$ cat src/ex_pkg.sv
package ex_pkg;

	////////////////////////////////////////////////////////////////////////////
	// widths
	////////////////////////////////////////////////////////////////////////////

	localparam int xlen       = 32;
	localparam int shamt_bits = $clog2(xlen);  // 5 for rv32
	localparam int tag_bits   = 6;

	typedef logic [xlen-1:0]     word_t;
	typedef logic [tag_bits-1:0] tag_t;  // zero means no destination

	////////////////////////////////////////////////////////////////////////////
	// encodings
	////////////////////////////////////////////////////////////////////////////

	typedef enum logic [1:0] {
		alu_unit,
		mult_unit,
		branch_unit
	} exec_unit_t;

	typedef enum logic [3:0] {
		alu_add,
		alu_sub,
		alu_and,
		alu_or,
		alu_xor,
		alu_slt,
		alu_sltu,
		alu_sll,
		alu_srl,
		alu_sra
	} alu_func_t;

	typedef enum logic {
		opb_is_rs2,
		opb_is_i_imm
	} opb_select_t;

	// branch conditions in funct3
	localparam logic [2:0] funct3_beq  = 3'b000;
	localparam logic [2:0] funct3_bne  = 3'b001;
	localparam logic [2:0] funct3_blt  = 3'b100;
	localparam logic [2:0] funct3_bge  = 3'b101;
	localparam logic [2:0] funct3_bltu = 3'b110;
	localparam logic [2:0] funct3_bgeu = 3'b111;

	// one instruction word, read as r-type or i-type
	typedef union packed {
		struct packed {
			logic [6:0] funct7;
			logic [4:0] rs2;
			logic [4:0] rs1;
			logic [2:0] funct3;
			logic [4:0] rd;
			logic [6:0] opcode;
		} r;
		struct packed {
			logic [11:0] imm;
			logic [4:0]  rs1;
			logic [2:0]  funct3;
			logic [4:0]  rd;
			logic [6:0]  opcode;
		} i;
	} inst_t;

	typedef struct packed {
		logic        valid;
		exec_unit_t  unit;
		alu_func_t   alu_func;
		opb_select_t opb_select;
		logic        cond_branch;
		logic        uncond_branch;
		word_t       rs1_value;
		word_t       rs2_value;
		inst_t       inst;
		tag_t        dest_tag;
	} issue_packet_t;

	typedef struct packed {
		logic  valid;
		tag_t  tag;
		word_t value;
	} result_t;

endpackage

$ cat src/completion_queue.sv
`timescale 1ns/1ps

module completion_queue #(
	parameter int queue_depth = 8
) (
	input  logic            clock,
	input  logic            reset,
	input  ex_pkg::result_t push_first,
	input  ex_pkg::result_t push_second,
	output ex_pkg::result_t head,
	input  logic            pop
);
	import ex_pkg::*;

	localparam int ptr_bits   = (queue_depth > 1) ? $clog2(queue_depth) : 1;
	localparam int count_bits = $clog2(queue_depth + 1);

	tag_t  tags   [queue_depth];
	word_t values [queue_depth];

	logic [ptr_bits-1:0]   head_ptr;
	logic [ptr_bits-1:0]   tail_ptr;
	logic [ptr_bits-1:0]   tail_ptr_next;  // slot after tail
	logic [count_bits-1:0] count;
	logic [1:0]            n_push;
	result_t               lane_a;         // written at tail
	result_t               lane_b;         // written after lane_a

	function automatic logic [ptr_bits-1:0] bump(input logic [ptr_bits-1:0] ptr);
		if (ptr == ptr_bits'(queue_depth - 1)) begin
			return '0;
		end
		return ptr + 1'b1;
	endfunction

	// compact the lanes, multiplier first
	always_comb begin
		if (push_first.valid) begin
			lane_a = push_first;
			lane_b = push_second;
		end else begin
			lane_a = push_second;
			lane_b = '0;
		end
	end

	assign n_push        = {1'b0, lane_a.valid} + {1'b0, lane_b.valid};
	assign tail_ptr_next = bump(tail_ptr);

	////////////////////////////////////////////////////////////////////////////
	// storage and pointers
	////////////////////////////////////////////////////////////////////////////

	always_ff @(posedge clock) begin
		if (lane_a.valid) begin
			tags[tail_ptr]   <= lane_a.tag;
			values[tail_ptr] <= lane_a.value;
		end
		if (lane_b.valid) begin
			tags[tail_ptr_next]   <= lane_b.tag;
			values[tail_ptr_next] <= lane_b.value;
		end
	end

	always_ff @(posedge clock) begin
		if (reset) begin
			head_ptr <= '0;
			tail_ptr <= '0;
			count    <= '0;
		end else begin
			if (pop) begin
				head_ptr <= bump(head_ptr);
			end
			case (n_push)
				2'd1:    tail_ptr <= tail_ptr_next;
				2'd2:    tail_ptr <= bump(tail_ptr_next);
				default: tail_ptr <= tail_ptr;
			endcase
			count <= count + count_bits'(n_push) - count_bits'(pop);
		end
	end

	assign head = '{valid: count != '0, tag: tags[head_ptr], value: values[head_ptr]};

	no_overflow: assert property (@(posedge clock) disable iff (reset)
		count <= count_bits'(queue_depth))
		else $error("completion_queue: occupancy above queue_depth");

	no_empty_pop: assert property (@(posedge clock) disable iff (reset)
		pop |-> count != '0)
		else $error("completion_queue: pop while empty");

endmodule

$ cat src/ex_stage.sv
`timescale 1ns/1ps

module ex_stage #(
	parameter int mult_stages = 4,
	parameter int queue_depth = 8
) (
	input  logic                  clock,
	input  logic                  reset,
	input  ex_pkg::issue_packet_t issue,
	output ex_pkg::result_t       complete,
	output logic                  take_branch
);
	import ex_pkg::*;

	result_t mult_result;    // lane one, queued first
	result_t alu_br_result;  // lane two
	result_t queue_head;
	logic    pop;

	issue_execute #(.mult_stages(mult_stages)) execute (
		.clock         (clock),
		.reset         (reset),
		.issue         (issue),
		.mult_result   (mult_result),
		.alu_br_result (alu_br_result),
		.take_branch   (take_branch)
	);

	completion_queue #(.queue_depth(queue_depth)) cqueue (
		.clock       (clock),
		.reset       (reset),
		.push_first  (mult_result),
		.push_second (alu_br_result),
		.head        (queue_head),
		.pop         (pop)
	);

	writeback_port writeback (
		.clock    (clock),
		.reset    (reset),
		.head     (queue_head),
		.pop      (pop),
		.complete (complete)
	);

endmodule

$ cat src/int_alu.sv
`timescale 1ns/1ps

module int_alu (
	input  logic                  clock,
	input  logic                  reset,
	input  logic                  start,
	input  ex_pkg::issue_packet_t packet,
	output ex_pkg::result_t       result
);
	import ex_pkg::*;

	word_t opa;
	word_t opb;
	word_t i_imm;    // sign-extended i immediate
	word_t alu_out;

	assign opa   = packet.rs1_value;
	assign i_imm = {{(xlen-12){packet.inst.i.imm[11]}}, packet.inst.i.imm};

	always_comb begin
		case (packet.opb_select)
			opb_is_rs2:   opb = packet.rs2_value;
			opb_is_i_imm: opb = i_imm;
			default:      opb = packet.rs2_value;
		endcase
	end

	always_comb begin
		case (packet.alu_func)
			alu_add:  alu_out = opa + opb;
			alu_sub:  alu_out = opa - opb;
			alu_and:  alu_out = opa & opb;
			alu_or:   alu_out = opa | opb;
			alu_xor:  alu_out = opa ^ opb;
			alu_slt:  alu_out = {{(xlen-1){1'b0}}, $signed(opa) < $signed(opb)};
			alu_sltu: alu_out = {{(xlen-1){1'b0}}, opa < opb};
			alu_sll:  alu_out = opa << opb[shamt_bits-1:0];
			alu_srl:  alu_out = opa >> opb[shamt_bits-1:0];
			alu_sra:  alu_out = $signed(opa) >>> opb[shamt_bits-1:0];  // keeps sign
			default:  alu_out = '0;
		endcase
	end

	// one cycle result record
	always_ff @(posedge clock) begin
		if (reset) begin
			result.valid <= 1'b0;
		end else begin
			result.valid <= start;
		end
		result.tag   <= packet.dest_tag;
		result.value <= alu_out;
	end

	func_defined: assert property (@(posedge clock) disable iff (reset)
		start |-> packet.alu_func inside {alu_add, alu_sub, alu_and, alu_or, alu_xor,
			alu_slt, alu_sltu, alu_sll, alu_srl, alu_sra})
		else $error("int_alu: undefined alu_func on start");

endmodule

$ cat src/issue_execute.sv
`timescale 1ns/1ps

module issue_execute #(
	parameter int mult_stages = 4
) (
	input  logic                  clock,
	input  logic                  reset,
	input  ex_pkg::issue_packet_t issue,
	output ex_pkg::result_t       mult_result,
	output ex_pkg::result_t       alu_br_result,
	output logic                  take_branch
);
	import ex_pkg::*;

	logic    alu_start;
	logic    mult_start;
	logic    branch_start;
	logic    cond_true;   // condition from funct3
	result_t alu_result;
	result_t br_result;

	// steer by unit
	assign alu_start    = issue.valid && (issue.unit == alu_unit);
	assign mult_start   = issue.valid && (issue.unit == mult_unit);
	assign branch_start = issue.valid && (issue.unit == branch_unit);

	int_alu alu (
		.clock  (clock),
		.reset  (reset),
		.start  (alu_start),
		.packet (issue),
		.result (alu_result)
	);

	pipe_mult #(.mult_stages(mult_stages)) mult (
		.clock  (clock),
		.reset  (reset),
		.start  (mult_start),
		.mcand  (issue.rs1_value),
		.mplier (issue.rs2_value),
		.tag    (issue.dest_tag),
		.result (mult_result)
	);

	////////////////////////////////////////////////////////////////////////////
	// branch condition
	////////////////////////////////////////////////////////////////////////////

	always_comb begin
		case (issue.inst.r.funct3)
			funct3_beq:  cond_true = issue.rs1_value == issue.rs2_value;
			funct3_bne:  cond_true = issue.rs1_value != issue.rs2_value;
			funct3_blt:  cond_true = $signed(issue.rs1_value) < $signed(issue.rs2_value);
			funct3_bge:  cond_true = $signed(issue.rs1_value) >= $signed(issue.rs2_value);
			funct3_bltu: cond_true = issue.rs1_value < issue.rs2_value;
			funct3_bgeu: cond_true = issue.rs1_value >= issue.rs2_value;
			default:     cond_true = 1'b0;
		endcase
	end

	// branches complete with value zero
	always_ff @(posedge clock) begin
		if (reset) begin
			br_result.valid <= 1'b0;
			take_branch     <= 1'b0;
		end else begin
			br_result.valid <= branch_start;
			take_branch     <= branch_start
				&& (issue.uncond_branch || (issue.cond_branch && cond_true));
		end
		br_result.tag   <= issue.dest_tag;
		br_result.value <= '0;
	end

	assign alu_br_result = alu_result.valid ? alu_result : br_result;  // one issue per cycle

	alu_br_exclusive: assert property (@(posedge clock) disable iff (reset)
		!(alu_result.valid && br_result.valid))
		else $error("issue_execute: alu and branch results valid together");

endmodule

$ cat src/pipe_mult.sv
`timescale 1ns/1ps

module pipe_mult #(
	parameter int mult_stages = 4
) (
	input  logic            clock,
	input  logic            reset,
	input  logic            start,
	input  ex_pkg::word_t   mcand,
	input  ex_pkg::word_t   mplier,
	input  ex_pkg::tag_t    tag,
	output ex_pkg::result_t result
);
	import ex_pkg::*;

	localparam int slice_bits = xlen / mult_stages;  // multiplier bits per stage
	localparam int pass_regs  = (mult_stages > 1) ? mult_stages - 1 : 1;

	// index s holds what stage s registered
	word_t prod_q   [mult_stages];
	tag_t  tag_q    [mult_stages];
	logic  valid_q  [mult_stages];
	word_t mplier_q [pass_regs];  // multiplier bits still to do
	word_t mcand_q  [pass_regs];  // multiplicand shifted into place

	if (xlen % mult_stages != 0) begin : bad_stage_count
		$error("pipe_mult: mult_stages must divide xlen");
	end

	for (genvar s = 0; s < mult_stages; s++) begin : stage
		word_t prod_in;
		word_t mplier_in;
		word_t mcand_in;
		tag_t  tag_in;
		logic  valid_in;

		if (s == 0) begin : from_ports
			assign prod_in   = '0;
			assign mplier_in = mplier;
			assign mcand_in  = mcand;
			assign tag_in    = tag;
			assign valid_in  = start;
		end else begin : from_prev
			assign prod_in   = prod_q[s-1];
			assign mplier_in = mplier_q[s-1];
			assign mcand_in  = mcand_q[s-1];
			assign tag_in    = tag_q[s-1];
			assign valid_in  = valid_q[s-1];
		end

		always_ff @(posedge clock) begin
			if (reset) begin
				valid_q[s] <= 1'b0;
			end else begin
				valid_q[s] <= valid_in;
			end
			tag_q[s]  <= tag_in;
			prod_q[s] <= prod_in + word_t'(mplier_in[slice_bits-1:0]) * mcand_in;
		end

		// last stage has no one to hand operands to
		if (s < mult_stages - 1) begin : pass
			always_ff @(posedge clock) begin
				mplier_q[s] <= mplier_in >> slice_bits;
				mcand_q[s]  <= mcand_in << slice_bits;
			end
		end
	end

	assign result = '{valid: valid_q[mult_stages-1], tag: tag_q[mult_stages-1],
		value: prod_q[mult_stages-1]};

endmodule

$ cat src/writeback_port.sv
`timescale 1ns/1ps

module writeback_port (
	input  logic            clock,
	input  logic            reset,
	input  ex_pkg::result_t head,
	output logic            pop,
	output ex_pkg::result_t complete
);

	// take the head whenever there is one
	assign pop = head.valid;

	// one-cycle broadcast of the popped record
	always_ff @(posedge clock) begin
		if (reset) begin
			complete.valid <= 1'b0;
		end else begin
			complete.valid <= head.valid;  // low when the queue is empty
		end
		complete.tag   <= head.tag;
		complete.value <= head.value;
	end

endmodule

$ cat config.mk
export PLATFORM = sky130hd
export DESIGN_NAME = ex_stage
export DESIGN_NICKNAME = d
export VERILOG_FILES = /design/src/ex_pkg.sv /design/src/completion_queue.sv /design/src/ex_stage.sv /design/src/int_alu.sv /design/src/issue_execute.sv /design/src/pipe_mult.sv /design/src/writeback_port.sv
export SDC_FILE = /design/constraint.sdc
export NUM_CORES = 2
export LEC_CHECK = 0
export BUFFER_PORTS_ARGS = -buffer_cell sky130_fd_sc_hd__buf_2
export CELL_PAD_IN_SITES_DETAIL_PLACEMENT = 1
export CELL_PAD_IN_SITES_GLOBAL_PLACEMENT = 1
export CORE_MARGIN = 2
export CORE_UTILIZATION = 43
export DETAILED_ROUTE_END_ITERATION = 8
export PLACE_DENSITY = 0.68
export SLEW_MARGIN = 20
export SYNTH_ARGS = -nofsm -noshare
export SYNTH_HDL_FRONTEND = slang
export SYNTH_SLANG_ARGS = --single-unit
$ cat constraint.sdc
create_clock -name clock -period 16.1 [get_ports clock]
set_input_delay 2.415 -clock clock [delete_from_list [all_inputs] [get_ports clock]]
set_output_delay 2.415 -clock clock [all_outputs]
set_load 0.02 [all_outputs]
==> out/results.ini <==
[synth]
synth-seq-area-share = 0.322
synth_area_mm2 = 0.0492
synth-edff-count = 304
yosys_register_bits = 640
yosysTopAreaCellShare = 0.185
synthArstFlopShare = 0
ys_warn_count = 0
synth_cell_types = 90
avgSynthCellArea_um2 = 9.20
synth_top_area_cell = edfxtp_1
syn_inst = 5349
synth_flop_cell = dfxtp_1
synthTopCellsByArea = edfxtp_1 19%, fa_1 15%, dfxtp_1 14%, ha_1 6.8%, nor2_1 4.7%
synthesis.nets = 6113

[detailed_routing]
wl_per_cell_um = 26.4
finalWirelength_um = 180000
postRouteAntennaNets = 0
drt_iter0_markers = 3424
drc_errors = 0
vias = 40500
vias_per_cell = 5.94
drtPass1Iterations = 6

[worst_setup_path]
crit_buf_inv = 4
cp.arrival_ps = 8630
endpoint_kind = flip-flop
crit_fanout = 10
slowest_delay_ps = 700
cp.required_ps = 16650
cp_cell_sequence = buf_2 > clkinv_1 > nor2_1 > ha_1 > fa_1 > ha_1 > inv_1 > fa_1 > inv_1 > ha_1 > a211oi_1 > o21bai_1 > a21oi_1 > o21ai_1 > a31o_2 > a221o_1 > o211ai_1 > o211ai_1 > o211ai_1 > xnor2_1
cpLargestDelayFamily = compound AO/OA/AOI/OAI gates
worst-setup-path-type = in2reg
cp-start-kind = input port
cp_slowest_cell = clkinv_1

[floorplan]
core_mm2 = 0.114
io_pins = 154
die_height_um = 342
fp.dieW_um = 342
die_area_mm2 = 0.117
row_count = 124
initial_utilization = 0.432

[timing]
fin_crit_sh = 0.502
finClkSkew_ps = 32.7
slew_headroom = 0.243
period_needed_ps = 8080
tightest_slew_ps = 1140
hold_viol_final = 0
timing.setup.tns_ps = 0
worst_hold_slack_ps = 317
rsz0062_at_grt = false
setup_viol = 0
max_freq_ghz = 0.124
slew_violations = 0

[status]
outcome = completed

[cts]
worstSkewPairLatency_ps = 640
cts_root_buffer = clkbuf_16
cts_max_level = 3
cts_tree = yes
clock_sinks = 640
hold_buffers = 0
cts_buffer_depth = 3
cts_resized = 0
postCtsSetupRepairBufs = 0
cts.clk_slew.worst_paths_ps = 60
cts_buffers = 68

[global_routing]
antenna_found_initial = 10
grt_pass1_wl_um = 267000
grt_max_degree = 193
grt_usage = 0.304
grt-ovfl-total = 0
grt_pass1_vias = 41800

[pwr]
power_density_mw_per_mm2 = 165
totalPowerFinal_w = 0.00879
leakage_nw = 22.3
peakVddDrop_mv = 0.125

[placement]
hpwl_um = 123000
portBuffers = 136
gp_congestion = 0.975

[cells_and_area]
syn2layout_area_growth_pct = 8.38
most-common-layout-cells = 612 x nor2_1, 577 x inv_1, 458 x a21oi_1, 437 x nand2_1, 381 x fa_1
layout_commonest_cell = nor2_1
drive_gt1_frac = 0.0918
nets = 6013

[run]
maxCapViolCount = 0

[min_path]
hp-class = reg2reg

-- synth_stat cells, types with 21 or more instances --
library cell,n
a21oi_1,458
nor3_1,57
clkbuf_1,269
mux2i_1,122
ha_1,269
nor2_1,618
and2_1,164
nand2_1,447
mux4_2,77
clkinv_1,21
buf_1,33
dfxtp_1,336
nand3_1,81
xnor2_1,122
o211ai_1,46
clkbuf_2,33
mux2_2,43
o21ai_0,160
edfxtp_1,304
inv_1,577
fa_1,381
o22ai_1,316
a21o_1,37
-- flip-flops by register name, indices dropped and copies added, names as in the netlist --
register and cells:
execute.mult.mcand_q 48, execute.take_branch 1, cqueue.count 4, cqueue.tail_ptr 3
execute.alu.result 33, cqueue.values 256, writeback.complete 39, execute.br_result 7
cqueue.tags 48, execute.mult.prod_q 128, execute.mult.mplier_q 48, cqueue.head_ptr 3
execute.mult.tag_q 18, execute.mult.valid_q 4
-- layout make-up --
| cell class | instances | area [um^2] |
|---|---|---|
| repair buffers | 187 | 1080 |
| diodes | 3 | 7.51 |
| inverters | 602 | 2270 |
| clock inverters | 40 | 405 |
| flip-flops and latches | 640 | 15900 |
| fillers | 13100 | 60500 |
| well taps | 1512 | 1890 |
| multi-input cells | 3750 | 29900 |
| clock buffers | 85 | 1920 |
-- per-layer routing --
| metal | up-vias | GRT usage | part of all wire |
|---|---|---|---|
| met1 | 20400 | 0.404 | 0.42 |
| met4 | 0 | 0.146 | 0.052 |
| li1 | 18000 | - | - |
| met5 | - | 0 | 0 |
| met2 | 1660 | 0.487 | 0.45 |
| met3 | 422 | 0.0445 | 0.072 |
-- worst reg2reg max path, cell delays in order, from the launching register on --
cell	delay, ps
dfxtp_1	920
nand2_1	180
fa_1	530
inv_1	50
fa_1	500
inv_1	70
fa_1	490
fa_1	490
inv_1	40
ha_1	320
nor2_1	110
a21oi_1	80
o311a_1	330
o21a_1	220
o41a_1	350
a41o_1	290
o41ai_2	390
o2111ai_1	260
a21oi_1	240
xnor2_1	210
-- through the flow --
stage	util	cell area (um^2)	std cells	setup WS, ps
after global placement	0.448	51000	6691	7600
final	0.468	53300	6819	8020
after CTS	0.468	53300	6816	8170
after global routing	0.468	53300	6816	7920
after floorplan	-	49200	5349	9060
after detailed placement	0.448	51000	6691	7520
-- final timing paths --
| kind | from | to | slack, ps | depth (start not counted) |
|---|---|---|---|---|
| setup / recovery | issue[70] | execute.mult.prod_q[0][30] | 8020 | 20 |
| hold / removal | execute.mult.mplier_q[0][8] | execute.mult.mplier_q[0][24] | 320 | 0 |
| setup reg to reg | execute.mult.mplier_q[0][0] | execute.mult.prod_q[1][31] | 9880 | 19 |
| hold reg to reg | execute.mult.mplier_q[0][8] | execute.mult.mplier_q[0][24] | 320 | 0 |
-- kinds of logic (layout without fill, tap and decap cells) --
family,Yosys count,count (layout),share of synthesized area
xor gates and xnor gates,142,142,0.0253
adders and majority gates,650,650,0.223
buffers and inverters,959,914,0.0747
AOI/OAI and AO/OA,1250,1250,0.155
other,0,3,0
DFF,640,640,0.322
and+or+nand+nor,1465,1465,0.130
muxes,243,243,0.0702
-- power breakdown --
| group | total, W | internal [W] | switching (W) |
|---|---|---|---|
| Sequential | 0.00228 | 0.00202 | 0.000255 |
| Clock | 0.00162 | 0.000928 | 0.000696 |
| Combinational | 0.00489 | 0.00212 | 0.00278 |
| Total | 0.00879 | 0.00507 | 0.00373 |
Note: power is estimated with default switching activity, not from simulation.
